**src/soc_pkg.sv**
```systemverilog
package soc_pkg;

  // address map
  localparam logic [31:0] bram_base_addr  = 32'h0000_0000;
  localparam logic [31:0] bram_top_addr   = 32'h0000_0400;
  localparam logic [31:0] uart_base_addr  = 32'h1000_0000;
  localparam logic [31:0] uart_top_addr   = 32'h1000_0010;
  localparam logic [31:0] clint_base_addr = 32'h2000_0000;
  localparam logic [31:0] clint_top_addr  = 32'h2000_C000;

  // register offsets, relative to the slave base
  localparam logic [31:0] uart_data_off       = 32'h0000_0000;
  localparam logic [31:0] uart_status_off     = 32'h0000_0004;
  localparam logic [31:0] clint_msip_off      = 32'h0000_0000;
  localparam logic [31:0] clint_mtimecmp_off  = 32'h0000_4000;
  localparam logic [31:0] clint_mtimecmph_off = 32'h0000_4004;
  localparam logic [31:0] clint_mtime_off     = 32'h0000_BFF8;
  localparam logic [31:0] clint_mtimeh_off    = 32'h0000_BFFC;

  typedef enum logic [1:0] {sel_none, sel_bram, sel_uart, sel_clint} slave_sel_e;

  typedef enum logic [1:0] {st_idle, st_start, st_data, st_stop} uart_state_e;

  // byte-lane merge for strobed writes
  function automatic logic [31:0] strb_merge(input logic [31:0] old_w,
                                             input logic [31:0] new_w,
                                             input logic [3:0]  strb);
    logic [31:0] res;
    res = old_w;
    for (int b = 0; b < 4; b++) begin
      if (strb[b]) begin
        res[8*b +: 8] = new_w[8*b +: 8];
      end
    end
    return res;
  endfunction

endpackage

```
**src/mem_bus_if.sv**
```systemverilog
`timescale 1ns/1ps

interface mem_bus_if;
  logic        valid;  // one-cycle strobe
  logic        instr;
  logic [31:0] addr;   // offset within the slave
  logic [31:0] wdata;
  logic [3:0]  wstrb;  // zero for reads
  logic [31:0] rdata;
  logic        ready;  // one-cycle pulse

  modport master (
    output valid, instr, addr, wdata, wstrb,
    input  rdata, ready
  );

  modport slave (
    input  valid, instr, addr, wdata, wstrb,
    output rdata, ready
  );

endinterface

```
**src/tick_divider.sv**
```systemverilog
`timescale 1ns/1ps

module tick_divider #(
  parameter int DIV = 4
) (
  input  logic clk,
  input  logic rst,
  input  logic clr_i,
  output logic tick_o
);
  localparam int CW = (DIV > 1) ? $clog2(DIV) : 1;

  logic [CW-1:0] cnt_q;

  always_ff @(posedge clk) begin
    if (!rst || clr_i) begin
      cnt_q <= '0;  // realign to the outside event
    end else if (cnt_q == CW'(DIV - 1)) begin
      cnt_q <= '0;
    end else begin
      cnt_q <= cnt_q + 1'b1;
    end
  end

  assign tick_o = (cnt_q == CW'(DIV - 1));

endmodule

```
**src/uart_tx.sv**
```systemverilog
`timescale 1ns/1ps

module uart_tx #(
  parameter int BAUD_DIV = 4
) (
  input  logic     clk,
  input  logic     rst,
  mem_bus_if.slave bus_i,
  output logic     tx_o
);
  import soc_pkg::*;

  uart_state_e state_q, state_d;
  logic [7:0]  shreg_q, shreg_d, pend_data_q;
  logic [2:0]  bitcnt_q, bitcnt_d;
  logic [31:0] rdata_q;
  logic        pend_q, ready_q, tx_q;
  logic        wr_data, busy, start, baud_tick;

  assign wr_data = bus_i.valid && (bus_i.wstrb != 4'b0) && (bus_i.addr == uart_data_off);
  assign busy    = (state_q != st_idle) || pend_q;
  assign start   = (state_q == st_idle) && (wr_data || pend_q);

  tick_divider #(.DIV(BAUD_DIV)) i_baud (
    .clk    (clk),
    .rst    (rst),
    .clr_i  (start),  // bit clock starts with the frame
    .tick_o (baud_tick)
  );

  always_comb begin
    state_d  = state_q;
    shreg_d  = shreg_q;
    bitcnt_d = bitcnt_q;
    case (state_q)
      st_idle: if (start) begin
        state_d = st_start;
        shreg_d = pend_q ? pend_data_q : bus_i.wdata[7:0];
      end
      st_start: if (baud_tick) begin
        state_d  = st_data;
        bitcnt_d = '0;
      end
      st_data: if (baud_tick) begin
        shreg_d  = shreg_q >> 1;  // lsb first
        bitcnt_d = bitcnt_q + 1'b1;
        if (bitcnt_q == 3'd7) begin
          state_d = st_stop;
        end
      end
      default: if (baud_tick) state_d = st_idle;
    endcase
  end

  always_ff @(posedge clk) begin
    if (!rst) begin
      state_q  <= st_idle;
      bitcnt_q <= '0;
      pend_q   <= 1'b0;
      ready_q  <= 1'b0;
      tx_q     <= 1'b1;
    end else begin
      state_q  <= state_d;
      bitcnt_q <= bitcnt_d;
      tx_q     <= (state_d == st_start) ? 1'b0 : (state_d == st_data) ? shreg_d[0] : 1'b1;
      ready_q  <= (bus_i.valid && !(wr_data && busy)) || (start && pend_q);
      if (wr_data && busy) begin
        pend_q <= 1'b1;  // held until the frame is out
      end else if (start) begin
        pend_q <= 1'b0;
      end
    end
  end

  always_ff @(posedge clk) begin
    shreg_q <= shreg_d;
    if (wr_data && busy) begin
      pend_data_q <= bus_i.wdata[7:0];
    end
    if (bus_i.valid) begin
      rdata_q <= (bus_i.addr == uart_status_off) ? {31'b0, busy} : '0;
    end
  end

  assign bus_i.rdata = rdata_q;
  assign bus_i.ready = ready_q;
  assign tx_o        = tx_q;

  // a held byte is not overwritten while a frame is out
  assert property (@(posedge clk) disable iff (!rst)
    (wr_data && state_q != st_idle) |-> !pend_q);

endmodule

```
**src/flat_wrapper.sv**
```systemverilog
// flat-port wrapper written by rule: the top's interface ports become plain ports
module uart_tx_flat import soc_pkg::*;
#(
  parameter int BAUD_DIV = 4
)
  (clk, rst, tx_o, bus_i_valid, bus_i_instr, bus_i_addr, bus_i_wdata, bus_i_wstrb, bus_i_rdata, bus_i_ready);
  mem_bus_if bus_i_i ();
  input  logic clk;
  input  logic rst;
  output logic tx_o;
  input wire logic [$bits(bus_i_i.valid)-1:0] bus_i_valid;
  input wire logic [$bits(bus_i_i.instr)-1:0] bus_i_instr;
  input wire logic [$bits(bus_i_i.addr)-1:0] bus_i_addr;
  input wire logic [$bits(bus_i_i.wdata)-1:0] bus_i_wdata;
  input wire logic [$bits(bus_i_i.wstrb)-1:0] bus_i_wstrb;
  output wire logic [$bits(bus_i_i.rdata)-1:0] bus_i_rdata;
  output wire logic [$bits(bus_i_i.ready)-1:0] bus_i_ready;
  assign bus_i_i.valid = bus_i_valid;
  assign bus_i_i.instr = bus_i_instr;
  assign bus_i_i.addr = bus_i_addr;
  assign bus_i_i.wdata = bus_i_wdata;
  assign bus_i_i.wstrb = bus_i_wstrb;
  assign bus_i_rdata = bus_i_i.rdata;
  assign bus_i_ready = bus_i_i.ready;
  uart_tx #(.BAUD_DIV(BAUD_DIV)) u_core (.clk(clk), .rst(rst), .bus_i(bus_i_i), .tx_o(tx_o));
endmodule
```
**config.mk**
```make
export PLATFORM = sky130hd
export DESIGN_NAME = uart_tx_flat
export DESIGN_NICKNAME = d
export VERILOG_FILES = /design/src/soc_pkg.sv /design/src/mem_bus_if.sv /design/src/tick_divider.sv /design/src/uart_tx.sv /design/src/flat_wrapper.sv
export SDC_FILE = /design/constraint.sdc
export NUM_CORES = 1
export LEC_CHECK = 0
export ABC_CLOCK_PERIOD_IN_PS = 2450
export BUFFER_PORTS_ARGS = -buffer_cell sky130_fd_sc_hd__buf_2
export CAP_MARGIN = 25
export CORE_MARGIN = 5
export CORE_UTILIZATION = 43
export CTS_CLUSTER_DIAMETER = 60
export CTS_CLUSTER_SIZE = 8
export DETAILED_ROUTE_END_ITERATION = 10
export PLACE_DENSITY_LB_ADDON = 0.15
export SYNTH_ARGS = -nofsm -noshare
export SYNTH_HDL_FRONTEND = slang
export SYNTH_SLANG_ARGS = --single-unit
export TNS_END_PERCENT = 100
```
**constraint.sdc**
```tcl
create_clock -name clk -period 2.45 [get_ports clk]
set_input_delay 0.1225 -clock clk [delete_from_list [all_inputs] [get_ports clk]]
set_output_delay 0.1225 -clock clk [all_outputs]
set_load 0.01 [all_outputs]
```
==> summary.md <==
| Metric | Value |
|---|---|
| Num rows | `23` |
| Leak Pwr | `0.000835 uW` |
| Metal-1 WL | `1340 um` |
| Vias in the first global route | `1202` |
| Metal3 WL | `181 um` |
| Pwr Density | `445 nW/um2` |
| Achievable Freq | `0.527 GHz` |
| Reg-to-Reg Start | `u_core.state_q[0]$_SDFF_PN0_` |
| # setup viols final | `0` |
| Arr. time, crit path | `2.05 ns` |
| Ratio of cells with drive above 1 in the final layout | `0.316` |
| Io pins | `106` |
| Final Critical Period | `1.90 ns` |
| # Max-Cap Violations | `0` |
| Die width | `73.2 um` |
| Fin nets | `292` |
| Synth top cells by count | `31 x buf_4, 16 x edfxtp_1, 12 x nand2_1, 11 x dfxtp_1, 8 x mux2i_1` |
| PortBufs | `49` |
| 1st-iter DRT viols | `50` |
| Area contributors post-synth | `edfxtp_1 28%, buf_4 14%, dfxtp_1 13%` |
| Number of enable flip-flop cells after synthesis | `16` |
| DRC | `0` |
| Layout Skew | `0.00452 ns` |
| Final Hold Viols | `0` |
| Diodes inserted | `0` |
| DRT Pass-1 Iters | `4` |
| Die height | `73.2 um` |
| Hold Path End | `u_core.pend_data_q[3]$_DFFE_PP_` |
| TritonCTS clock tree | `built` |
| Clock Path Buffers | `2` |
| Status | `finished clean` |
| Synth cell types | `45` |
| Reg2reg end | `u_core.tx_o$_SDFF_PN1_` |
| Final Max Tran Viols | `0` |
| Final ANT Viol Nets | `0` |
| Filler Cells Inserted | `370` |
| Worst R2R Setup Slack | `0.55 ns` |
| TritonCTS Buffers | `3` |
| Crit path launch type | `flip-flop` |
| Die area | `5360 um2` |
| # Post-CTS Setup Buffers | `0` |
| Post-DP HPWL | `2900 um` |
| Clock Latency Late Sink | `0.27 ns` |
| Post-place setup slack | `0.466 ns` |
| Top FF cell, synth | `edfxtp_1` |
| R2R depth | `7` |
| First-pass GRT wire length | `5330 um` |
| Worst Setup SP | `u_core.state_q[0]$_SDFF_PN0_` |
| Placer congestion estimate | `0.828` |
| Post-CTS Hold Fix Bufs | `0` |
| Register area share after synthesis | `0.408` |
| Count leader, synth | `buf_4` |
| Max rail drop VDD | `287 uV` |
| Clock Tree Root | `clkbuf_8` |
| Metal2 WL | `1950 um` |
| Worst path max stage delay | `0.43 ns` |
| CP Cell Sequence | `inv_1 -> ha_1 -> nand2_1 -> a21boi_0 -> o21ai_0 -> nor4_1 -> a32oi_1` |
| Worst EP required | `2.60 ns` |
| Cell Area, Synth | `1720 um2` |
| Starting Density | `0.435` |
| Clock slew at reported path FFs | `0.09 ns` |
| Final worst-path cycle share | `0.775` |
| Final WL | `3490 um` |
| Largest net degree at the start of global routing | `15` |
| Crit Path Max Fanout | `9` |
| Critical Path End Type | `flip-flop` |
| Worst min path class | `in2reg` |
| Warnings from Yosys | `0` |
| P&R area growth vs syn | `13.3%` |
| Placed Cells | `258` |
| Per-cell routed wire length | `13.3 um` |
| Register bit total from synthesis | `27` |
| Synth area leader | `edfxtp_1` |
| H-tree depth | `1` |
| Slowest stage cell, crit path | `dfxtp_1` |
| Total track usage | `0.126` |
| Core Box Area | `3940 um2` |
| Total power | `865 uW` |
| Crit Path Category | `reg2reg` |
| Hold path cells | `1` |
| Final WS setup | `0.552 ns` |
| Via count | `1223` |
| Area fraction of the dominant cell type after synthesis | `0.280` |
| Clk sink count | `27` |
| Post-DR vias/cell | `4.67` |
| Antenna violations before repair | `0` |
| Average size of a mapped cell | `10.5 um2` |
| Post-route insts no fill | `262` |
| Top Layer Used | `met4` |
| Hold_sp | `bus_i_wdata[3]` |
| RSZ-0062 raised after global routing | `false` |
| Setup_tns | `0 ns` |
| Cell count after synthesis | `163` |
| Synth async-reset ratio | `0` |
| Post-CTS resize count | `0` |
| GRT overflow | `0` |
[worst max-delay path by stage]
stage | to | slack, ns | depth (start not counted)
after floorplan | u_core.shreg_q[1]$_DFFE_PP_ | 0.65 | 6
after global placement | u_core.pend_data_q[6]$_DFFE_PP_ | 0.55 | 5
after detailed placement | u_core.pend_data_q[7]$_DFFE_PP_ | 0.47 | 5
after CTS | u_core.tx_o$_SDFF_PN1_ | 0.55 | 7
after global routing | u_core.tx_o$_SDFF_PN1_ | 0.37 | 7
final | u_core.tx_o$_SDFF_PN1_ | 0.55 | 7
[state kept, by name (all words and copies together), names as in the netlist]
register	flops
u_core.shreg_q	8
u_core.bus_i.ready	1
u_core.pend_q	1
u_core.tx_o	1
u_core.bitcnt_q	3
u_core.pend_data_q	8
u_core.bus_i.rdata	1
u_core.i_baud.cnt_q	2
u_core.state_q	2
[metal layers]
| layer | global-route usage | vias up |
|---|---|---|
| li1 | - | 629 |
| met1 | 0.140 | 560 |
| met2 | 0.239 | 32 |
| met3 | 0.0275 | 2 |
| met4 | 0.0287 | 0 |
| met5 | 0 | - |
[cell usage in the layout (no fill, tap or decap), drive strengths merged, types with 2 or more instances in the layout]
| master | count |
|---|---|
| buf | 51 |
| conb | 31 |
| edfxtp | 16 |
| o21ai | 14 |
| nand2 | 12 |
| dfxtp | 11 |
| nor4 | 9 |
| mux2i | 8 |
| ha | 7 |
| and2 | 6 |
| nor2b | 5 |
| nor2 | 4 |
| clkbuf | 4 |
| inv | 3 |
| a32oi | 3 |
| nor3 | 3 |
| a21boi | 3 |
| nand2b | 2 |
| nand4 | 2 |
[worst max-delay path: cells and delay by family (launching register included)]
family          cells  cell delay [ns]
fa+ha+maj           1             0.33
simple gates        2             0.46
compound gates      3             0.47
flops               1             0.43
buf+inv             1             0.09
[layout make-up]
type	instances	area, um2	area share
Inverter	3	11.3	0.00579
Multi-Input combinational cell	127	865	0.445
Timing Repair Buffer	51	260	0.134
Clock buffer	4	45.0	0.0232
Tap cell	50	62.6	0.0322
Sequential cell	27	701	0.360
[report_power, final]
group / total [uW] / switching, uW / internal [uW]
clock network: 254 / 137 / 116
logic: 118 / 63.3 / 54.6
registers: 493 / 5.08 / 488
[per-stage QoR]
stage               cell area (um2)  utilization  hold WS [ns]
global placement               1900        0.482         0.317
finish                         1940        0.493        0.0363
floorplan                      1830            -         0.221
detailed placement             1900        0.482         0.319
CTS                            1940        0.493        0.0322
global route                   1940        0.493        0.0231
[cells by family after synthesis]
kind of cell,after synthesis,synth area share
simple gates,50,0.205
other cells,1,0.00218
flops,27,0.408
mux,9,0.0532
fa+ha+maj,8,0.0576
buf+inv,39,0.154
compound gates,29,0.120
No activity file was read; power rests on OpenSTA's default activity.
