## src/soc_pkg.sv

```systemverilog
package soc_pkg;

  // address map
  localparam logic [31:0] bram_base_addr  = 32'h0000_0000;
  localparam logic [31:0] bram_top_addr   = 32'h0000_0400;
  localparam logic [31:0] uart_base_addr  = 32'h1000_0000;
  localparam logic [31:0] uart_top_addr   = 32'h1000_0010;
  localparam logic [31:0] clint_base_addr = 32'h2000_0000;
  localparam logic [31:0] clint_top_addr  = 32'h2000_C000;

  // register offsets, relative to the slave base
  localparam logic [31:0] uart_data_off       = 32'h0000_0000;
  localparam logic [31:0] uart_status_off     = 32'h0000_0004;
  localparam logic [31:0] clint_msip_off      = 32'h0000_0000;
  localparam logic [31:0] clint_mtimecmp_off  = 32'h0000_4000;
  localparam logic [31:0] clint_mtimecmph_off = 32'h0000_4004;
  localparam logic [31:0] clint_mtime_off     = 32'h0000_BFF8;
  localparam logic [31:0] clint_mtimeh_off    = 32'h0000_BFFC;

  typedef enum logic [1:0] {sel_none, sel_bram, sel_uart, sel_clint} slave_sel_e;

  typedef enum logic [1:0] {st_idle, st_start, st_data, st_stop} uart_state_e;

  // byte-lane merge for strobed writes
  function automatic logic [31:0] strb_merge(input logic [31:0] old_w,
                                             input logic [31:0] new_w,
                                             input logic [3:0]  strb);
    logic [31:0] res;
    res = old_w;
    for (int b = 0; b < 4; b++) begin
      if (strb[b]) begin
        res[8*b +: 8] = new_w[8*b +: 8];
      end
    end
    return res;
  endfunction

endpackage

```

## src/mem_bus_if.sv

```systemverilog
`timescale 1ns/1ps

interface mem_bus_if;
  logic        valid;  // one-cycle strobe
  logic        instr;
  logic [31:0] addr;   // offset within the slave
  logic [31:0] wdata;
  logic [3:0]  wstrb;  // zero for reads
  logic [31:0] rdata;
  logic        ready;  // one-cycle pulse

  modport master (
    output valid, instr, addr, wdata, wstrb,
    input  rdata, ready
  );

  modport slave (
    input  valid, instr, addr, wdata, wstrb,
    output rdata, ready
  );

endinterface

```

## src/bus_router.sv

```systemverilog
`timescale 1ns/1ps

module bus_router (
  input  logic        clk,
  input  logic        rst,
  input  logic        imem_valid_i,
  input  logic        imem_instr_i,
  input  logic [31:0] imem_addr_i,
  input  logic [31:0] imem_wdata_i,
  input  logic [3:0]  imem_wstrb_i,
  output logic [31:0] imem_rdata_o,
  output logic        imem_ready_o,
  input  logic        dmem_valid_i,
  input  logic        dmem_instr_i,
  input  logic [31:0] dmem_addr_i,
  input  logic [31:0] dmem_wdata_i,
  input  logic [3:0]  dmem_wstrb_i,
  output logic [31:0] dmem_rdata_o,
  output logic        dmem_ready_o,
  mem_bus_if.master   bram_o,
  mem_bus_if.master   uart_o,
  mem_bus_if.master   clint_o
);
  import soc_pkg::*;

  slave_sel_e  i_hit, d_hit;
  slave_sel_e  i_sel_q, d_sel_q;
  logic [31:0] i_addr, d_addr;
  logic [32:0] bram_rsp, uart_rsp, clint_rsp;

  function automatic slave_sel_e decode(input logic [31:0] addr);
    if (addr >= clint_base_addr && addr < clint_top_addr) return sel_clint;
    if (addr >= uart_base_addr && addr < uart_top_addr) return sel_uart;
    if (addr >= bram_base_addr && addr < bram_top_addr) return sel_bram;
    return sel_none;
  endfunction

  function automatic logic [31:0] base_of(input slave_sel_e sel);
    case (sel)
      sel_bram:  return bram_base_addr;
      sel_uart:  return uart_base_addr;
      sel_clint: return clint_base_addr;
      default:   return '0;
    endcase
  endfunction

  // {ready, rdata} of the slave a port is waiting on
  function automatic logic [32:0] pick(input slave_sel_e sel, input logic [32:0] b,
                                       input logic [32:0] u, input logic [32:0] c);
    case (sel)
      sel_bram:  return b;
      sel_uart:  return u;
      sel_clint: return c;
      default:   return '0;
    endcase
  endfunction

  always_comb begin
    d_hit = dmem_valid_i ? decode(dmem_addr_i) : sel_none;
    i_hit = imem_valid_i ? decode(imem_addr_i) : sel_none;
    if (i_hit == d_hit) begin
      i_hit = sel_none;  // data port wins, fetch is dropped
    end
    d_addr = dmem_addr_i - base_of(decode(dmem_addr_i));
    i_addr = imem_addr_i - base_of(decode(imem_addr_i));
  end

  assign bram_o.valid  = (d_hit == sel_bram) || (i_hit == sel_bram);
  assign bram_o.instr  = (d_hit == sel_bram) ? dmem_instr_i : imem_instr_i;
  assign bram_o.addr   = (d_hit == sel_bram) ? d_addr : i_addr;
  assign bram_o.wdata  = (d_hit == sel_bram) ? dmem_wdata_i : imem_wdata_i;
  assign bram_o.wstrb  = (d_hit == sel_bram) ? dmem_wstrb_i : imem_wstrb_i;
  assign uart_o.valid  = (d_hit == sel_uart) || (i_hit == sel_uart);
  assign uart_o.instr  = (d_hit == sel_uart) ? dmem_instr_i : imem_instr_i;
  assign uart_o.addr   = (d_hit == sel_uart) ? d_addr : i_addr;
  assign uart_o.wdata  = (d_hit == sel_uart) ? dmem_wdata_i : imem_wdata_i;
  assign uart_o.wstrb  = (d_hit == sel_uart) ? dmem_wstrb_i : imem_wstrb_i;
  assign clint_o.valid = (d_hit == sel_clint) || (i_hit == sel_clint);
  assign clint_o.instr = (d_hit == sel_clint) ? dmem_instr_i : imem_instr_i;
  assign clint_o.addr  = (d_hit == sel_clint) ? d_addr : i_addr;
  assign clint_o.wdata = (d_hit == sel_clint) ? dmem_wdata_i : imem_wdata_i;
  assign clint_o.wstrb = (d_hit == sel_clint) ? dmem_wstrb_i : imem_wstrb_i;

  assign bram_rsp  = {bram_o.ready, bram_o.rdata};
  assign uart_rsp  = {uart_o.ready, uart_o.rdata};
  assign clint_rsp = {clint_o.ready, clint_o.rdata};

  assign {imem_ready_o, imem_rdata_o} = pick(i_sel_q, bram_rsp, uart_rsp, clint_rsp);
  assign {dmem_ready_o, dmem_rdata_o} = pick(d_sel_q, bram_rsp, uart_rsp, clint_rsp);

  always_ff @(posedge clk) begin
    if (!rst) begin
      i_sel_q <= sel_none;
      d_sel_q <= sel_none;
    end else begin
      if (imem_valid_i) begin
        i_sel_q <= i_hit;
      end else if (imem_ready_o) begin
        i_sel_q <= sel_none;
      end
      if (dmem_valid_i) begin
        d_sel_q <= d_hit;
      end else if (dmem_ready_o) begin
        d_sel_q <= sel_none;
      end
    end
  end

  // one owner per slave at a time
  assert property (@(posedge clk) disable iff (!rst)
    (i_sel_q == d_sel_q) |-> (d_sel_q == sel_none));

endmodule

```

## src/flat_wrapper.sv

```systemverilog
// flat-port wrapper written by rule: the top's interface ports become plain ports
module bus_router_flat import soc_pkg::*;
  (clk, rst, imem_valid_i, imem_instr_i, imem_addr_i, imem_wdata_i, imem_wstrb_i, imem_rdata_o, imem_ready_o, dmem_valid_i, dmem_instr_i, dmem_addr_i, dmem_wdata_i, dmem_wstrb_i, dmem_rdata_o, dmem_ready_o, bram_o_valid, bram_o_instr, bram_o_addr, bram_o_wdata, bram_o_wstrb, bram_o_rdata, bram_o_ready, uart_o_valid, uart_o_instr, uart_o_addr, uart_o_wdata, uart_o_wstrb, uart_o_rdata, uart_o_ready, clint_o_valid, clint_o_instr, clint_o_addr, clint_o_wdata, clint_o_wstrb, clint_o_rdata, clint_o_ready);
  mem_bus_if bram_o_i ();
  mem_bus_if uart_o_i ();
  mem_bus_if clint_o_i ();
  input  logic clk;
  input  logic rst;
  input  logic imem_valid_i;
  input  logic imem_instr_i;
  input  logic [31:0] imem_addr_i;
  input  logic [31:0] imem_wdata_i;
  input  logic [3:0] imem_wstrb_i;
  output logic [31:0] imem_rdata_o;
  output logic imem_ready_o;
  input  logic dmem_valid_i;
  input  logic dmem_instr_i;
  input  logic [31:0] dmem_addr_i;
  input  logic [31:0] dmem_wdata_i;
  input  logic [3:0] dmem_wstrb_i;
  output logic [31:0] dmem_rdata_o;
  output logic dmem_ready_o;
  output wire logic [$bits(bram_o_i.valid)-1:0] bram_o_valid;
  output wire logic [$bits(bram_o_i.instr)-1:0] bram_o_instr;
  output wire logic [$bits(bram_o_i.addr)-1:0] bram_o_addr;
  output wire logic [$bits(bram_o_i.wdata)-1:0] bram_o_wdata;
  output wire logic [$bits(bram_o_i.wstrb)-1:0] bram_o_wstrb;
  input wire logic [$bits(bram_o_i.rdata)-1:0] bram_o_rdata;
  input wire logic [$bits(bram_o_i.ready)-1:0] bram_o_ready;
  output wire logic [$bits(uart_o_i.valid)-1:0] uart_o_valid;
  output wire logic [$bits(uart_o_i.instr)-1:0] uart_o_instr;
  output wire logic [$bits(uart_o_i.addr)-1:0] uart_o_addr;
  output wire logic [$bits(uart_o_i.wdata)-1:0] uart_o_wdata;
  output wire logic [$bits(uart_o_i.wstrb)-1:0] uart_o_wstrb;
  input wire logic [$bits(uart_o_i.rdata)-1:0] uart_o_rdata;
  input wire logic [$bits(uart_o_i.ready)-1:0] uart_o_ready;
  output wire logic [$bits(clint_o_i.valid)-1:0] clint_o_valid;
  output wire logic [$bits(clint_o_i.instr)-1:0] clint_o_instr;
  output wire logic [$bits(clint_o_i.addr)-1:0] clint_o_addr;
  output wire logic [$bits(clint_o_i.wdata)-1:0] clint_o_wdata;
  output wire logic [$bits(clint_o_i.wstrb)-1:0] clint_o_wstrb;
  input wire logic [$bits(clint_o_i.rdata)-1:0] clint_o_rdata;
  input wire logic [$bits(clint_o_i.ready)-1:0] clint_o_ready;
  assign bram_o_valid = bram_o_i.valid;
  assign bram_o_instr = bram_o_i.instr;
  assign bram_o_addr = bram_o_i.addr;
  assign bram_o_wdata = bram_o_i.wdata;
  assign bram_o_wstrb = bram_o_i.wstrb;
  assign bram_o_i.rdata = bram_o_rdata;
  assign bram_o_i.ready = bram_o_ready;
  assign uart_o_valid = uart_o_i.valid;
  assign uart_o_instr = uart_o_i.instr;
  assign uart_o_addr = uart_o_i.addr;
  assign uart_o_wdata = uart_o_i.wdata;
  assign uart_o_wstrb = uart_o_i.wstrb;
  assign uart_o_i.rdata = uart_o_rdata;
  assign uart_o_i.ready = uart_o_ready;
  assign clint_o_valid = clint_o_i.valid;
  assign clint_o_instr = clint_o_i.instr;
  assign clint_o_addr = clint_o_i.addr;
  assign clint_o_wdata = clint_o_i.wdata;
  assign clint_o_wstrb = clint_o_i.wstrb;
  assign clint_o_i.rdata = clint_o_rdata;
  assign clint_o_i.ready = clint_o_ready;
  bus_router u_core (.clk(clk), .rst(rst), .imem_valid_i(imem_valid_i), .imem_instr_i(imem_instr_i), .imem_addr_i(imem_addr_i), .imem_wdata_i(imem_wdata_i), .imem_wstrb_i(imem_wstrb_i), .imem_rdata_o(imem_rdata_o), .imem_ready_o(imem_ready_o), .dmem_valid_i(dmem_valid_i), .dmem_instr_i(dmem_instr_i), .dmem_addr_i(dmem_addr_i), .dmem_wdata_i(dmem_wdata_i), .dmem_wstrb_i(dmem_wstrb_i), .dmem_rdata_o(dmem_rdata_o), .dmem_ready_o(dmem_ready_o), .bram_o(bram_o_i), .uart_o(uart_o_i), .clint_o(clint_o_i));
endmodule
```

## config.mk

```make
export PLATFORM = sky130hd
export DESIGN_NAME = bus_router_flat
export DESIGN_NICKNAME = d
export VERILOG_FILES = /design/src/soc_pkg.sv /design/src/mem_bus_if.sv /design/src/bus_router.sv /design/src/flat_wrapper.sv
export SDC_FILE = /design/constraint.sdc
export NUM_CORES = 1
export LEC_CHECK = 0
export ABC_AREA = 1
export ABC_CLOCK_PERIOD_IN_PS = 2900
export BUFFER_PORTS_ARGS = -buffer_cell sky130_fd_sc_hd__buf_4
export CAP_MARGIN = 20
export CORE_AREA = 2 2 202 204
export CTS_BUF_LIST = sky130_fd_sc_hd__clkbuf_16
export CTS_CLUSTER_DIAMETER = 150
export DETAILED_ROUTE_END_ITERATION = 10
export DIE_AREA = 0 0 204 206
export PLACE_DENSITY = 0.31
export SYNTH_ARGS = -nofsm -noshare
export SYNTH_HDL_FRONTEND = slang
export SYNTH_SLANG_ARGS = --single-unit
export TNS_END_PERCENT = 20
```

## constraint.sdc

```tcl
create_clock -name clk -period 2.9 [get_ports clk]
set_input_delay 0.145 -clock clk [delete_from_list [all_inputs] [get_ports clk]]
set_output_delay 0.145 -clock clk [all_outputs]
set_load 0.02 [all_outputs]
```

==> flow_results.org <==
** STA
- For the pin with the worst max-slew slack, the measured transition is approximately 1 ns.
- Number of failing hold endpoints at the final stage :: 0
- Final Max Slew Viols :: 0
- Subtracting the final worst setup slack from the clock period gives 2.40 ns.
- Timing would allow up to roughly 420 MHz.
- The worst path uses 82.7% of the clock period.
- Across the routed clock network, the largest skew measured is 0.00126 ns.
- Worst relative slew slack :: 32.2%
- RSZ-0062 raised after global routing :: no
- Final Setup Violations :: 0
- Final setup TNS :: 0 ns

** Yosys
- In the synthesized netlist, the number of instances is ~860.
- Synthesis Warnings :: 0
- The synthesized netlist occupies a cell area of 3990 sq um.
- By count the netlist is led by nand2_1 (281), inv_1 (176), o21ai_0 (110), nor2_1 (78), o221ai_1 (64).
- Seq cells post-synth :: 4
- Each instance of the synthesized netlist takes up on average 4.67 sq um.
- Portion of the post-synthesis area used by sequential elements :: ~2.0%
- Fraction of synthesis flops using an asynchronous set or reset pin :: 0%
- Synthesis instantiated 28 different standard cells from the library.
- By instance count, the leading cell after synthesis is nand2_1.
- Post-synth net total :: 1102
- Top cells by area, synth :: nand2_1 (26%), inv_1 (17%), o221ai_1 (14%)
- Yosys mapped a number of flops with a built-in enable equal to 0.
- Synth top area share :: 26.4%
- Most used flip-flop cell after synthesis :: dfxtp_1
- The largest total area in the synthesized netlist belongs to nand2_1.

** CTS
- Quantity of hold-fixing buffers added after cts :: 0
- Clock tree synthesis inserted a total of 3 buffers.
- Clock transition at the registers of the reported paths :: 0.03 ns
- Post-CTS Setup Inserts :: 0
- In this run the number of H-tree levels came out at 1.
- Clock insertion delay at the later pin of the skew report :: roughly 0.22 ns
- Clock tree synthesis selected as its root buffer the cell clkbuf_16.
- The clock net in this run drives a total of 4 sinks.
- In this run the deepest clock path goes through 2 buffers.
- TritonCTS built the clock tree.
- Cells resized by post-CTS repair :: 0

** Critical path
- Reg-to-reg endpoint :: u_core.d_sel_q[1]$_SDFFE_PN0P_
- In this run the critical register-to-register path is launched from u_core.d_sel_q[1]$_SDFFE_PN0P_.
- Traced cell by cell, the critical path runs through buf_4 -> nor2_1 -> nand2_1 -> nor2_1 -> nand2_1 -> nor2_1 -> ha_1 -> fa_1 -> inv_1 -> nand2_1 -> o21ai_0 -> buf_4.
- CP Data Required Time :: roughly 2.8 ns
- Class of the most critical setup path :: input port to output pin
- Crit start category :: input port
- On the critical path the largest part of the delay comes from simple AND/OR/NAND/NOR gates.
- Buf+Inv Stages, Crit Path :: 3
- Worst-case reg-to-reg path depth :: 9
- The largest single stage delay on the critical path is 0.43 ns.
- For this design, the slowest cell found on the critical path is fa_1.
- Highest fanout seen on the critical path :: 3
- STA puts the critical path data arrival time at 2.25 ns.
- The worst setup path is captured at an output pin.
- The worst register-to-register path has a setup slack of between 1 and 1.5 ns.

** Die
- Width of the chip :: just over 200 microns
- Total I/O pin count :: 517
- The total area inside the core boundary comes to 40200 sq um.
- Starting density of the core :: 9.93%
- Num rows :: 74
- Die Y :: 206 microns
- The die covers roughly 42000 sq um.

** Global routing
- Entering global routing, the biggest net connects 91 pins.
- Overall fraction of global-route tracks in use :: 13.5%
- First-pass GRT wire length :: about 44 mm
- The number of global-route vias before repair was 7064.
- Global-route congestion overflow total :: 0
- Number of antenna violations at the first check in global routing :: 0

** Power and ir drop
- Net switching is 45.6% of the power.
- Share of total power in the clock network :: 15.8%
- Part of the power in registers :: about 4.2%
- For this design the static power due to leakage is 4.98 nW.
- Cell-internal power :: 0.000730 W
- Dividing total power by cell area gives a power density of approximately 160 nW/um^2.
- Total net switching power :: between 0.0006 and 0.0007 W
- Across the VDD grid, the largest voltage drop is around 110 uV.
- Of the total power, combinational logic draws approximately four fifths.

** Hold path
- Terminating pin of the worst hold path :: u_core.d_sel_q[1]$_SDFFE_PN0P_
- Worst Hold Path Cells :: 3
- The min-delay analysis places its worst path in the category input port to register.
- Worst Min Path Start :: rst

** Route
- For this block, the initial DRC count from the detailed router was 329.
- In the final routed layout, each cell accounts on average for 16.8 microns.
- TritonRoute pass-1 iters :: 5
- After detailed routing, the number of remaining DRC violations is 0.
- The routed design has 31.3 mm of wire.
- Via Count :: 7276
- Once detail routing completed, the nets flagged for antenna violations numbered 0.
- Vias/cell :: 3.89

** Final layout
- In the final layout, the share of cells above drive strength 1 is 41.1%.
- Storage cell area :: 80.1 sq um
- Area grow syn2layout :: 114%
- Layout fillers :: 4738
- Area taken by multi-input logic gates :: roughly 3000 sq um
- For this run, the post-layout net count is 1587.
- Antenna cells :: 0
- The count of cells in the finished layout, fillers not included, comes to 1870.

** Placed design
- After legalization and detailed placement, the total HPWL measured 26.7 mm.
- The congestion estimate from routability-driven global placement came to 0.812.
- The count of buffers added on input and output ports is 516.
- Once placement completed, the tool counted placed cells totaling between 1500 and 2000.

** Status
- Outcome :: complete, no violations

** Job
- The tool flagged a number of max-cap violations equal to 0.
[power groups by stage]
stage               Sequential (W)  Combinational, W  Clock, W
CTS                      0.0000570           0.00109  0.000216
global placement         0.0000577           0.00110         0
detailed placement       0.0000577           0.00109         0
floorplan                0.0000575          0.000436         0
global route             0.0000571           0.00116  0.000221
finish                   0.0000570           0.00107  0.000212
[final cells by class]
cell class	count	share of cell area, %
Sequential cell	4	0.938
Tap cell	532	7.79
Clock buffer	3	0.879
Inverter	181	7.96
Multi-Input combinational cell	619	35.5
Timing Repair Buffer	531	47.0
[routing by layer]
layer,up-vias,wire [microns],part of all wire [%],global-route usage [%]
li1,3689,-,-,-
met4,0,385,1.2,1.73
met3,18,2990,9.5,3.99
met5,-,0,0,0
met2,341,16000,51,26.0
met1,3228,12000,38,15.0
[through the flow]
stage                     instance area, sq um  hold WS [ns]  power (W)  setup WS, ns  utilization [%]
after CTS                                 8540         0.142    0.00136         0.415             21.3
after global placement                    8460         0.375    0.00115         0.462             21.1
after detailed placement                  8460         0.375    0.00114         0.415             21.1
final                                     8540         0.140    0.00134         0.503             21.3
after global routing                      8540         0.162    0.00144         0.316             21.3
after floorplan                           3990         0.243   0.000493         0.955                -
[layout by cell type (no fill, tap or decap), types with 2 or more instances in the layout]
cell	n
dfxtp_1	4
a21oi_1	3
o221ai_1	64
o211ai_1	2
nor2_4	3
clkinv_1	2
inv_2	3
fa_1	2
xnor2_1	2
nand3_1	7
nor2_2	3
buf_12	2
xor2_1	2
inv_1	176
ha_1	4
o21ai_1	50
nand2_1	280
o21ai_0	110
nor2_1	78
clkbuf_16	3
nand2_2	3
buf_4	529
[registers in the layout, summed over array words and instances (netlist names)]
name and flops:
u_core.i_sel_q 2, u_core.d_sel_q 2
[worst min-delay path: stages]
cell and delay (ns):
buf_4 0.10, nand2_1 0.05, inv_1 0.04
[kinds of logic after synthesis]
logic type,synth area share (%)
adder cells (fa/ha/maj),2.26
flip-flops,2.01
buffers and inverters,22.5
XOR/XNOR,0.878
AO/OA/AOI/OAI,35.3
AND/OR/NAND/NOR,37.1
[how the worst max path moves through the flow]
stage	startpoint	depth (start not counted)	slack (ns)	end
after global placement	dmem_addr_i[19]	10	0.46	clint_o_addr[29]
after global routing	dmem_addr_i[16]	10	0.32	bram_o_addr[29]
after CTS	dmem_addr_i[19]	10	0.41	clint_o_addr[29]
final	imem_addr_i[21]	12	0.50	bram_o_addr[29]
after detailed placement	dmem_addr_i[19]	10	0.42	clint_o_addr[29]
after floorplan	dmem_addr_i[17]	8	0.96	bram_o_addr[29]
No activity file was read; power rests on OpenSTA's default activity.
