$ cat src/soc_pkg.sv
package soc_pkg;

  // address map
  localparam logic [31:0] bram_base_addr  = 32'h0000_0000;
  localparam logic [31:0] bram_top_addr   = 32'h0000_0400;
  localparam logic [31:0] uart_base_addr  = 32'h1000_0000;
  localparam logic [31:0] uart_top_addr   = 32'h1000_0010;
  localparam logic [31:0] clint_base_addr = 32'h2000_0000;
  localparam logic [31:0] clint_top_addr  = 32'h2000_C000;

  // register offsets, relative to the slave base
  localparam logic [31:0] uart_data_off       = 32'h0000_0000;
  localparam logic [31:0] uart_status_off     = 32'h0000_0004;
  localparam logic [31:0] clint_msip_off      = 32'h0000_0000;
  localparam logic [31:0] clint_mtimecmp_off  = 32'h0000_4000;
  localparam logic [31:0] clint_mtimecmph_off = 32'h0000_4004;
  localparam logic [31:0] clint_mtime_off     = 32'h0000_BFF8;
  localparam logic [31:0] clint_mtimeh_off    = 32'h0000_BFFC;

  typedef enum logic [1:0] {sel_none, sel_bram, sel_uart, sel_clint} slave_sel_e;

  typedef enum logic [1:0] {st_idle, st_start, st_data, st_stop} uart_state_e;

  // byte-lane merge for strobed writes
  function automatic logic [31:0] strb_merge(input logic [31:0] old_w,
                                             input logic [31:0] new_w,
                                             input logic [3:0]  strb);
    logic [31:0] res;
    res = old_w;
    for (int b = 0; b < 4; b++) begin
      if (strb[b]) begin
        res[8*b +: 8] = new_w[8*b +: 8];
      end
    end
    return res;
  endfunction

endpackage

$ cat src/mem_bus_if.sv
`timescale 1ns/1ps

interface mem_bus_if;
  logic        valid;  // one-cycle strobe
  logic        instr;
  logic [31:0] addr;   // offset within the slave
  logic [31:0] wdata;
  logic [3:0]  wstrb;  // zero for reads
  logic [31:0] rdata;
  logic        ready;  // one-cycle pulse

  modport master (
    output valid, instr, addr, wdata, wstrb,
    input  rdata, ready
  );

  modport slave (
    input  valid, instr, addr, wdata, wstrb,
    output rdata, ready
  );

endinterface

$ cat src/tick_divider.sv
`timescale 1ns/1ps

module tick_divider #(
  parameter int DIV = 4
) (
  input  logic clk,
  input  logic rst,
  input  logic clr_i,
  output logic tick_o
);
  localparam int CW = (DIV > 1) ? $clog2(DIV) : 1;

  logic [CW-1:0] cnt_q;

  always_ff @(posedge clk) begin
    if (!rst || clr_i) begin
      cnt_q <= '0;  // realign to the outside event
    end else if (cnt_q == CW'(DIV - 1)) begin
      cnt_q <= '0;
    end else begin
      cnt_q <= cnt_q + 1'b1;
    end
  end

  assign tick_o = (cnt_q == CW'(DIV - 1));

endmodule

$ cat src/clint.sv
`timescale 1ns/1ps

module clint #(
  parameter int RTC_DIV = 8
) (
  input  logic     clk,
  input  logic     rst,
  mem_bus_if.slave bus_i,
  output logic     msip_o,
  output logic     mtip_o
);
  import soc_pkg::*;

  logic        msip_q, ready_q;
  logic [63:0] mtime_q, mtimecmp_q;
  logic [31:0] rdata_q;
  logic        wr, mtime_wr, rtc_tick;

  assign wr       = bus_i.valid && (bus_i.wstrb != 4'b0);
  assign mtime_wr = wr && (bus_i.addr == clint_mtime_off || bus_i.addr == clint_mtimeh_off);

  tick_divider #(.DIV(RTC_DIV)) i_rtc (
    .clk    (clk),
    .rst    (rst),
    .clr_i  (mtime_wr),
    .tick_o (rtc_tick)
  );

  always_ff @(posedge clk) begin
    if (!rst) begin
      msip_q     <= 1'b0;
      mtime_q    <= '0;
      mtimecmp_q <= '1;  // no timer irq until programmed
      ready_q    <= 1'b0;
    end else begin
      ready_q <= bus_i.valid;
      if (mtime_wr) begin
        if (bus_i.addr == clint_mtime_off) begin
          mtime_q[31:0] <= strb_merge(mtime_q[31:0], bus_i.wdata, bus_i.wstrb);
        end else begin
          mtime_q[63:32] <= strb_merge(mtime_q[63:32], bus_i.wdata, bus_i.wstrb);
        end
      end else if (rtc_tick) begin
        mtime_q <= mtime_q + 64'd1;
      end
      if (wr && bus_i.addr == clint_msip_off && bus_i.wstrb[0]) begin
        msip_q <= bus_i.wdata[0];
      end
      if (wr && bus_i.addr == clint_mtimecmp_off) begin
        mtimecmp_q[31:0] <= strb_merge(mtimecmp_q[31:0], bus_i.wdata, bus_i.wstrb);
      end
      if (wr && bus_i.addr == clint_mtimecmph_off) begin
        mtimecmp_q[63:32] <= strb_merge(mtimecmp_q[63:32], bus_i.wdata, bus_i.wstrb);
      end
    end
  end

  always_ff @(posedge clk) begin
    if (bus_i.valid) begin
      case (bus_i.addr)
        clint_msip_off:      rdata_q <= {31'b0, msip_q};
        clint_mtimecmp_off:  rdata_q <= mtimecmp_q[31:0];
        clint_mtimecmph_off: rdata_q <= mtimecmp_q[63:32];
        clint_mtime_off:     rdata_q <= mtime_q[31:0];
        clint_mtimeh_off:    rdata_q <= mtime_q[63:32];
        default:             rdata_q <= '0;
      endcase
    end
  end

  assign bus_i.rdata = rdata_q;
  assign bus_i.ready = ready_q;
  assign msip_o      = msip_q;
  assign mtip_o      = (mtime_q >= mtimecmp_q);

endmodule

$ cat src/flat_wrapper.sv
// flat-port wrapper written by rule: the top's interface ports become plain ports
module clint_flat import soc_pkg::*;
#(
  parameter int RTC_DIV = 8
)
  (clk, rst, msip_o, mtip_o, bus_i_valid, bus_i_instr, bus_i_addr, bus_i_wdata, bus_i_wstrb, bus_i_rdata, bus_i_ready);
  mem_bus_if bus_i_i ();
  input  logic clk;
  input  logic rst;
  output logic msip_o;
  output logic mtip_o;
  input wire logic [$bits(bus_i_i.valid)-1:0] bus_i_valid;
  input wire logic [$bits(bus_i_i.instr)-1:0] bus_i_instr;
  input wire logic [$bits(bus_i_i.addr)-1:0] bus_i_addr;
  input wire logic [$bits(bus_i_i.wdata)-1:0] bus_i_wdata;
  input wire logic [$bits(bus_i_i.wstrb)-1:0] bus_i_wstrb;
  output wire logic [$bits(bus_i_i.rdata)-1:0] bus_i_rdata;
  output wire logic [$bits(bus_i_i.ready)-1:0] bus_i_ready;
  assign bus_i_i.valid = bus_i_valid;
  assign bus_i_i.instr = bus_i_instr;
  assign bus_i_i.addr = bus_i_addr;
  assign bus_i_i.wdata = bus_i_wdata;
  assign bus_i_i.wstrb = bus_i_wstrb;
  assign bus_i_rdata = bus_i_i.rdata;
  assign bus_i_ready = bus_i_i.ready;
  clint #(.RTC_DIV(RTC_DIV)) u_core (.clk(clk), .rst(rst), .bus_i(bus_i_i), .msip_o(msip_o), .mtip_o(mtip_o));
endmodule
$ cat config.mk
export PLATFORM = sky130hd
export DESIGN_NAME = clint_flat
export DESIGN_NICKNAME = d
export VERILOG_FILES = /design/src/soc_pkg.sv /design/src/mem_bus_if.sv /design/src/tick_divider.sv /design/src/clint.sv /design/src/flat_wrapper.sv
export SDC_FILE = /design/constraint.sdc
export NUM_CORES = 1
export LEC_CHECK = 0
export BUFFER_PORTS_ARGS = -buffer_cell sky130_fd_sc_hd__buf_2
export CORE_UTILIZATION = 40
export DETAILED_ROUTE_END_ITERATION = 6
export HOLD_SLACK_MARGIN = 0.03
export PLACE_DENSITY_LB_ADDON = 0.25
export SKIP_LAST_GASP = 1
export SLEW_MARGIN = 10
export SYNTH_ARGS = -nofsm -noshare
export SYNTH_HDL_FRONTEND = slang
export SYNTH_HIERARCHICAL = 1
export SYNTH_SLANG_ARGS = --single-unit
$ cat constraint.sdc
create_clock -name clk -period 6.3 [get_ports clk]
set_input_delay 1.26 -clock clk [delete_from_list [all_inputs] [get_ports clk]]
set_output_delay 1.26 -clock clk [all_outputs]
set_load 0.01 [all_outputs]
==> results.py, run 1 <==
metrics = {
    "outcome": {
        "status": "complete, but fails checks",
        "violations": "design-rule violations",
    },
    "floorplanning": {
        "core_um2": 26100,
        "start_util": 0.409,
        "die_area_um2": 27400,
        "pin_count": 107,
        "chipHeight_um": 165,
        "dieWidth_um": 165,
        "num_rows": 59,
    },
    "cts": {
        "cts_tree": "yes",
        "cts.sinks": 165,
        "numCtsBuffers": 17,
        "cts_resized": 0,
        "htreeDepth": 4,
        "hold_buffers": 0,
        "clk_pin_slew_ns": 0.07,
        "clock_latency_ns": 0.43,
        "cts_root_buf": "clkbuf_16",
        "clk_path_buf_depth": 2,
        "cts_setup_buffers": 0,
    },
    "detailed_routing": {
        "wirelength_mm": 32.7,
        "wl_per_cell_um": 19.8,
        "drtAntennaViolNets": 0,
        "dr.pass1.iters": 7,
        "drt-initial-drc-count": 931,
        "vias_per_cell": 6.06,
        "num_vias": 9982,
        "drc": 14,
    },
    "synthesis": {
        "syn-mean-instance-area_um2": 8.66,
        "seq_area_frac_synth": 0.339,
        "synth_top_flop_cell": "dfxtp_1",
        "synth_edf_count": 32,
        "yosysWarnings": 6,
        "syn_inst": 1234,
        "synth_top_cell_area_share": 0.249,
        "synth.ff_latch_count": 165,
        "synth_top_area_cell": "dfxtp_1",
        "syn_nets": 1373,
        "syn_area_um2": 10700,
        "synth_area_leaders": "dfxtp_1, edfxtp_1, ha_1",
        "async_flop_share": 0,
        "synth_cell_type_count": 80,
    },
    "finish": {
        "area_growth_pct": 11.5,
        "nets": 1437,
        "final_common_cell": "nand2_1",
        "drive_above_1_share": 0.149,
        "final_cell_mix": "nand2_1, dfxtp_1, buf_2",
    },
    "worst_setup_path": {
        "cp_max_fo": 7,
        "reg2regPathDepth": 7,
        "rrSetupSlack_ns": 3.32,
        "reg2reg_to": "u_core/mtime_q[58]$_SDFFE_PN0P_",
        "cp.arrival_ns": 3.14,
        "required_ns": 5.04,
        "worstReg2RegStart": "u_core/mtime_q[0]$_SDFFE_PN0P_",
        "path_class": "reg2out",
        "start_kind": "register",
        "end_kind": "primary output",
    },
    "power": {
        "netSwitchingFraction": 0.243,
        "intPower_mw": 1.71,
        "seq_power_share": 0.481,
        "p_leak_nw": 5.17,
        "power_frac_clock": 0.468,
        "combPwrFrac": 0.051,
        "total_power_mw": 2.26,
        "switching_power_mw": 0.547,
        "powerDensity_nw_per_um2": 189,
        "ir_drop_uv": 134,
    },
    "sta": {
        "relSlewSlack": 0.255,
        "layout_worst_path_cycle_share": 0.699,
        "worst_slew_pin_slew_ns": 1.12,
        "drv_slew": 0,
        "tns_ns": 0,
        "skew_ns": 0.0123,
        "hold_viol": 0,
        "rsz0062_at_grt": "false",
        "setup_viol": 0,
        "fmax_ghz": 0.227,
        "post-route-min-period_ns": 4.40,
        "worst_hold_slack_ns": 0.449,
    },
    "place": {
        "port_buffers": 105,
        "dp_hpwl_mm": 22.9,
        "place_congestion": 0.859,
    },
    "worst_hold_path": {
        "min_path_type": "reg2reg",
        "hp-start": "u_core/i_rtc/cnt_q[0]$_SDFF_PP0_",
        "holdPathEnd": "u_core/i_rtc/cnt_q[0]$_SDFF_PP0_",
        "whs_path_depth": 1,
    },
    "grt": {
        "antenna_found_initial": 1,
        "gr-total-overflow": 0,
        "grt_pass1_wl_mm": 52.0,
        "grt_util_all_layers": 0.245,
        "grt_max_degree": 92,
        "grt_pass1_vias": 9367,
    },
    "job": {
        "drv_cap": 0,
    },
}
synthesized netlist by cell type, types with 4 or more instances:
cell type and instances:
buf_8 5, and4_1 4, o21ai_0 54, a211oi_1 8, nand3_1 31, o221a_2 7, nor4b_1 4, o211a_1 4
nand4_1 37, nand2_1 139, o31ai_1 4, and3_1 6, nor3_1 26, o32ai_1 6, o22ai_1 35, a21oi_1 89
or4_1 9, nor4_4 4, nor2_1 52, or2_2 4, a31oi_1 17, or4_4 4, clkbuf_1 39, o21a_1 14
or3_1 15, ha_1 67, a41oi_1 9, buf_2 13, inv_1 78, dfxtp_1 133, a21o_1 25, nand4b_1 4
a22oi_1 4, mux2i_1 75, o211ai_1 63, edfxtp_1 32, buf_4 7, and2_1 15, nor2_8 5, o21ai_1 5
nor4_1 16
flip-flops by register name, summed over array words and instances (netlist names):
signal	flops
u_core/bus_i.ready	1
u_core/mtimecmp_q	64
u_core/i_rtc/cnt_q	3
u_core/mtime_q	64
u_core/msip_o	1
u_core/bus_i.rdata	32
metrics by stage:
stage                     std cells  setup slack, ns   util  cell area [µm²]
final                          1647             1.90  0.456            11900
after global routing           1646             1.80  0.456            11900
after CTS                      1646             1.88  0.456            11900
after detailed placement       1614             1.79  0.434            11300
after global placement         1614             1.87  0.434            11300
after floorplan                1234             2.79      -            10700
worst max-delay path, stage by stage, from the launching register on:
cell and delay (ns):
dfxtp_1 0.38, ha_1 0.33, nand4_1 0.17, nor3_1 0.68, nand3_1 0.20, or3_1 0.51, o211ai_1 0.26, buf_2 0.17
kinds of logic (layout without fill, tap and decap cells):
| logic type | after synthesis | count (layout) | share of synthesized area |
|---|---|---|---|
| AND/OR/NAND/NOR | 399 | 399 | 0.208 |
| AO/OA/AOI/OAI | 378 | 378 | 0.240 |
| flip-flops | 165 | 165 | 0.339 |
| buffers and inverters | 150 | 227 | 0.0650 |
| multiplexers | 75 | 75 | 0.0702 |
| adder cells (fa/ha/maj) | 67 | 67 | 0.0784 |
| other | 0 | 1 | 0 |
metal layers:
layer	GRT usage	routed length, µm	vias to the layer above
met2	0.381	14700	364
met5	0	0	-
met3	0.0412	2090	54
li1	-	-	4790
met4	0.0938	897	0
met1	0.338	15000	4774
worst max-delay path by stage:
stage                                          from                           endpoint  slack (ns)  depth (start not counted)
floorplan                            bus_i_addr[18]  u_core/mtimecmp_q[0]$_SDFFE_PN1P_        2.79                          7
global placement                     bus_i_addr[18]     u_core/mtime_q[3]$_SDFFE_PN0P_        1.87                          7
detailed placement                   bus_i_addr[18]     u_core/mtime_q[2]$_SDFFE_PN0P_        1.79                          7
CTS                 u_core/mtime_q[53]$_SDFFE_PN0P_                             mtip_o        1.88                          7
global route        u_core/mtime_q[13]$_SDFFE_PN0P_                             mtip_o        1.80                          8
finish              u_core/mtime_q[53]$_SDFFE_PN0P_                             mtip_o        1.90                          7
layout make-up:
class / instances / area, µm²
fill: 2636 / 14200
multi-input combinational: 919 / 6370
sequential: 165 / 3620
timing repair buffer: 115 / 618
clock buffer: 17 / 425
tap: 335 / 419
inverter: 80 / 300
clock inverter: 15 / 155
antenna: 1 / 2.50
power by group through the flow:
stage / registers, mW / clock network, mW / logic [mW]
after floorplan: 1.11 / 0 / 0.0468
after global placement: 1.11 / 0 / 0.116
after detailed placement: 1.11 / 0 / 0.117
after CTS: 1.08 / 1.07 / 0.117
after global routing: 1.08 / 1.11 / 0.125
final: 1.08 / 1.06 / 0.116
Power figures use the tool's default switching activity.
==> inputs of run 2 (changes only) <==
ABC_AREA = 1   (was not set)
clock period = 3.9 ns   (was 6.3 ns; I/O delays follow)
==> run 2 against run 1 <==
The run now ends clean; power up 70%; count of clock-buffer cells in the layout increased by 7; utilization increased by 0.86 points; first-iteration DRC count up 24%; largest power group is now clock.
==> results.py, run 2 <==
metrics = {
    "synthesis": {
        "syn_area_um2": 11500,
        "syn_inst": 1827,
        "synth_top_cell_area_share": 0.231,
        "synth_cell_type_count": 35,
        "seq_area_frac_synth": 0.314,
        "async_flop_share": 0,
        "synth.ff_latch_count": 165,
        "synthTopCellsByCount": "nand2_1, nor2_1, inv_1",
        "synth_top_area_cell": "dfxtp_1",
        "synth_edf_count": 32,
        "synth_top_flop_cell": "dfxtp_1",
        "synth_area_leaders": "dfxtp_1, nand2_1, nor2_1",
        "syn_nets": 1966,
        "syn-mean-instance-area_um2": 6.32,
        "yosysMostFrequentCell": "nand2_1",
        "yosysWarnings": 6,
    },
    "grt": {
        "grt_pass1_vias": 11245,
        "grt_util_all_layers": 0.286,
        "grt_pass1_wl_mm": 63.3,
        "antenna_found_initial": 0,
        "grt_max_degree": 63,
        "gr-total-overflow": 0,
    },
    "cts": {
        "cts.sinks": 165,
        "htreeDepth": 4,
        "numCtsBuffers": 17,
        "clk_pin_slew_ns": 0.07,
        "clock_latency_ns": 0.45,
        "hold_buffers": 0,
        "cts_root_buf": "clkbuf_16",
        "clk_path_buf_depth": 2,
        "cts_tree": "yes",
        "cts_setup_buffers": 0,
        "cts_resized": 0,
    },
    "outcome": {
        "status": "finished clean",
    },
    "floorplanning": {
        "pin_count": 107,
        "core_um2": 28100,
        "die_area_um2": 29500,
        "start_util": 0.411,
        "num_rows": 61,
        "dieWidth_um": 172,
        "chipHeight_um": 172,
    },
    "sta": {
        "setup_viol": 0,
        "hold_viol": 0,
        "relSlewSlack": 0.376,
        "layout_worst_path_cycle_share": 0.825,
        "setup_ws_ns": 0.683,
        "post-route-min-period_ns": 3.22,
        "worst_slew_pin_slew_ns": 0.935,
        "tns_ns": 0,
        "drv_slew": 0,
        "skew_ns": 0.0106,
        "fmax_ghz": 0.311,
        "rsz0062_at_grt": "false",
    },
    "worst_setup_path": {
        "cp.arrival_ns": 2.44,
        "max_stage_delay_ns": 0.46,
        "crit_path_cell_trace": "ha_1, a21oi_1, nor2_1, nor3_1, nand3_1, nand2_1, nand2_1, nand2_1, nand2_1, nand2_1, nand2_1, buf_2",
        "crit_buf_inv": 1,
        "end_kind": "primary output",
        "required_ns": 3.12,
        "crit_slowest_cell": "dfxtp_1",
        "path_class": "reg2out",
        "start_kind": "register",
        "cpMostUsedCell": "nand2_1",
        "critPathTopFamily": "simple AND/OR/NAND/NOR gates",
        "cp_max_fo": 7,
    },
    "detailed_routing": {
        "vias_per_cell": 5.32,
        "wl_per_cell_um": 17.7,
        "drtAntennaViolNets": 0,
        "drc": 0,
        "wirelength_mm": 40.8,
        "num_vias": 12242,
        "dr.pass1.iters": 5,
        "drt-initial-drc-count": 1150,
    },
    "job": {
        "drv_cap": 0,
    },
    "finish": {
        "drive_above_1_share": 0.101,
        "nets": 2048,
        "final_cell_mix": "nand2_1, nor2_1, inv_1",
        "n_antenna_cell": 0,
        "area_growth_pct": 13.0,
        "instances_no_fill": 2300,
        "postLayoutCoreUtil": 0.465,
        "final_common_cell": "nand2_1",
    },
    "place": {
        "port_buffers": 105,
        "place_congestion": 0.967,
        "dp_hpwl_mm": 30.6,
        "placedCellCount": 2268,
        "dpl_worst_slack_ns": 0.982,
    },
    "power": {
        "powerDensity_nw_per_um2": 294,
        "p_leak_nw": 7.06,
        "ir_drop_uv": 300,
    },
    "worst_hold_path": {
        "min_path_type": "reg2reg",
    },
}
[run 2: cell families (layout without fill, tap and decap cells)]
kind of cell,Yosys count,after routing,share of synthesized area
adders and majority gates,67,67,0.0726
and+or+nand+nor,1152,1152,0.425
xor gates and xnor gates,19,19,0.0144
AOI/OAI and AO/OA,153,153,0.0781
DFF,165,165,0.314
buffers and inverters,271,366,0.0963
[run 2: through the flow]
step                power (mW)  instance area, µm²  hold slack, ns
finish                    3.84               13100           0.419
global route              3.95               13100           0.465
CTS                       3.86               13100           0.420
detailed placement        2.00               12400           0.409
global placement          1.99               12400           0.409
floorplan                 1.90               11500           0.397
[run 2: layout make-up]
type	count	area, µm²
Sequential cell	165	3620
Clock buffer	24	547
Inverter	208	782
Tap cell	378	473
Multi-Input combinational cell	1391	6820
Clock inverter	8	104
Timing Repair Buffer	126	698
Fill cell	3038	15000
[run 2: path summary, 6_finish.rpt]
kind                                       to  slack, ns                             start  depth (start not counted)
min          u_core/i_rtc/cnt_q[0]$_SDFF_PP0_       0.42  u_core/i_rtc/cnt_q[0]$_SDFF_PP0_                          1
min reg2reg  u_core/i_rtc/cnt_q[0]$_SDFF_PP0_       0.42  u_core/i_rtc/cnt_q[0]$_SDFF_PP0_                          1
max                                    mtip_o       0.68    u_core/mtime_q[5]$_SDFFE_PN0P_                         12
max reg2reg   u_core/mtime_q[46]$_SDFFE_PN0P_       1.29    u_core/mtime_q[1]$_SDFFE_PN0P_                         14
[run 2: routing by layer]
layer  track usage  routed length, µm  vias up
met5             0                  0        -
met1         0.387              18400     5671
met3        0.0439               2870       57
li1              -                  -     6032
met2         0.462              18600      482
met4        0.0970                911        0
[run 2: where the power goes]
group	switching, mW	leakage (nW)	internal [mW]
clock network	0.766	0.314	1.12
registers	0.0127	1.40	1.75
logic	0.131	5.34	0.0613
[run 2: worst register-to-register path, cell delays in order, from the launching register on]
cell and delay [ns]:
dfxtp_1 0.42, ha_1 0.20, nand2_1 0.09, nor2_2 0.20
nand2_1 0.26, nor2_1 0.37, nand2_1 0.24, inv_1 0.29
nand2_1 0.09, nand2_1 0.07, nand2_1 0.04, nand2_1 0.05
nand2_1 0.05, nor2_1 0.08, nor2_1 0.05
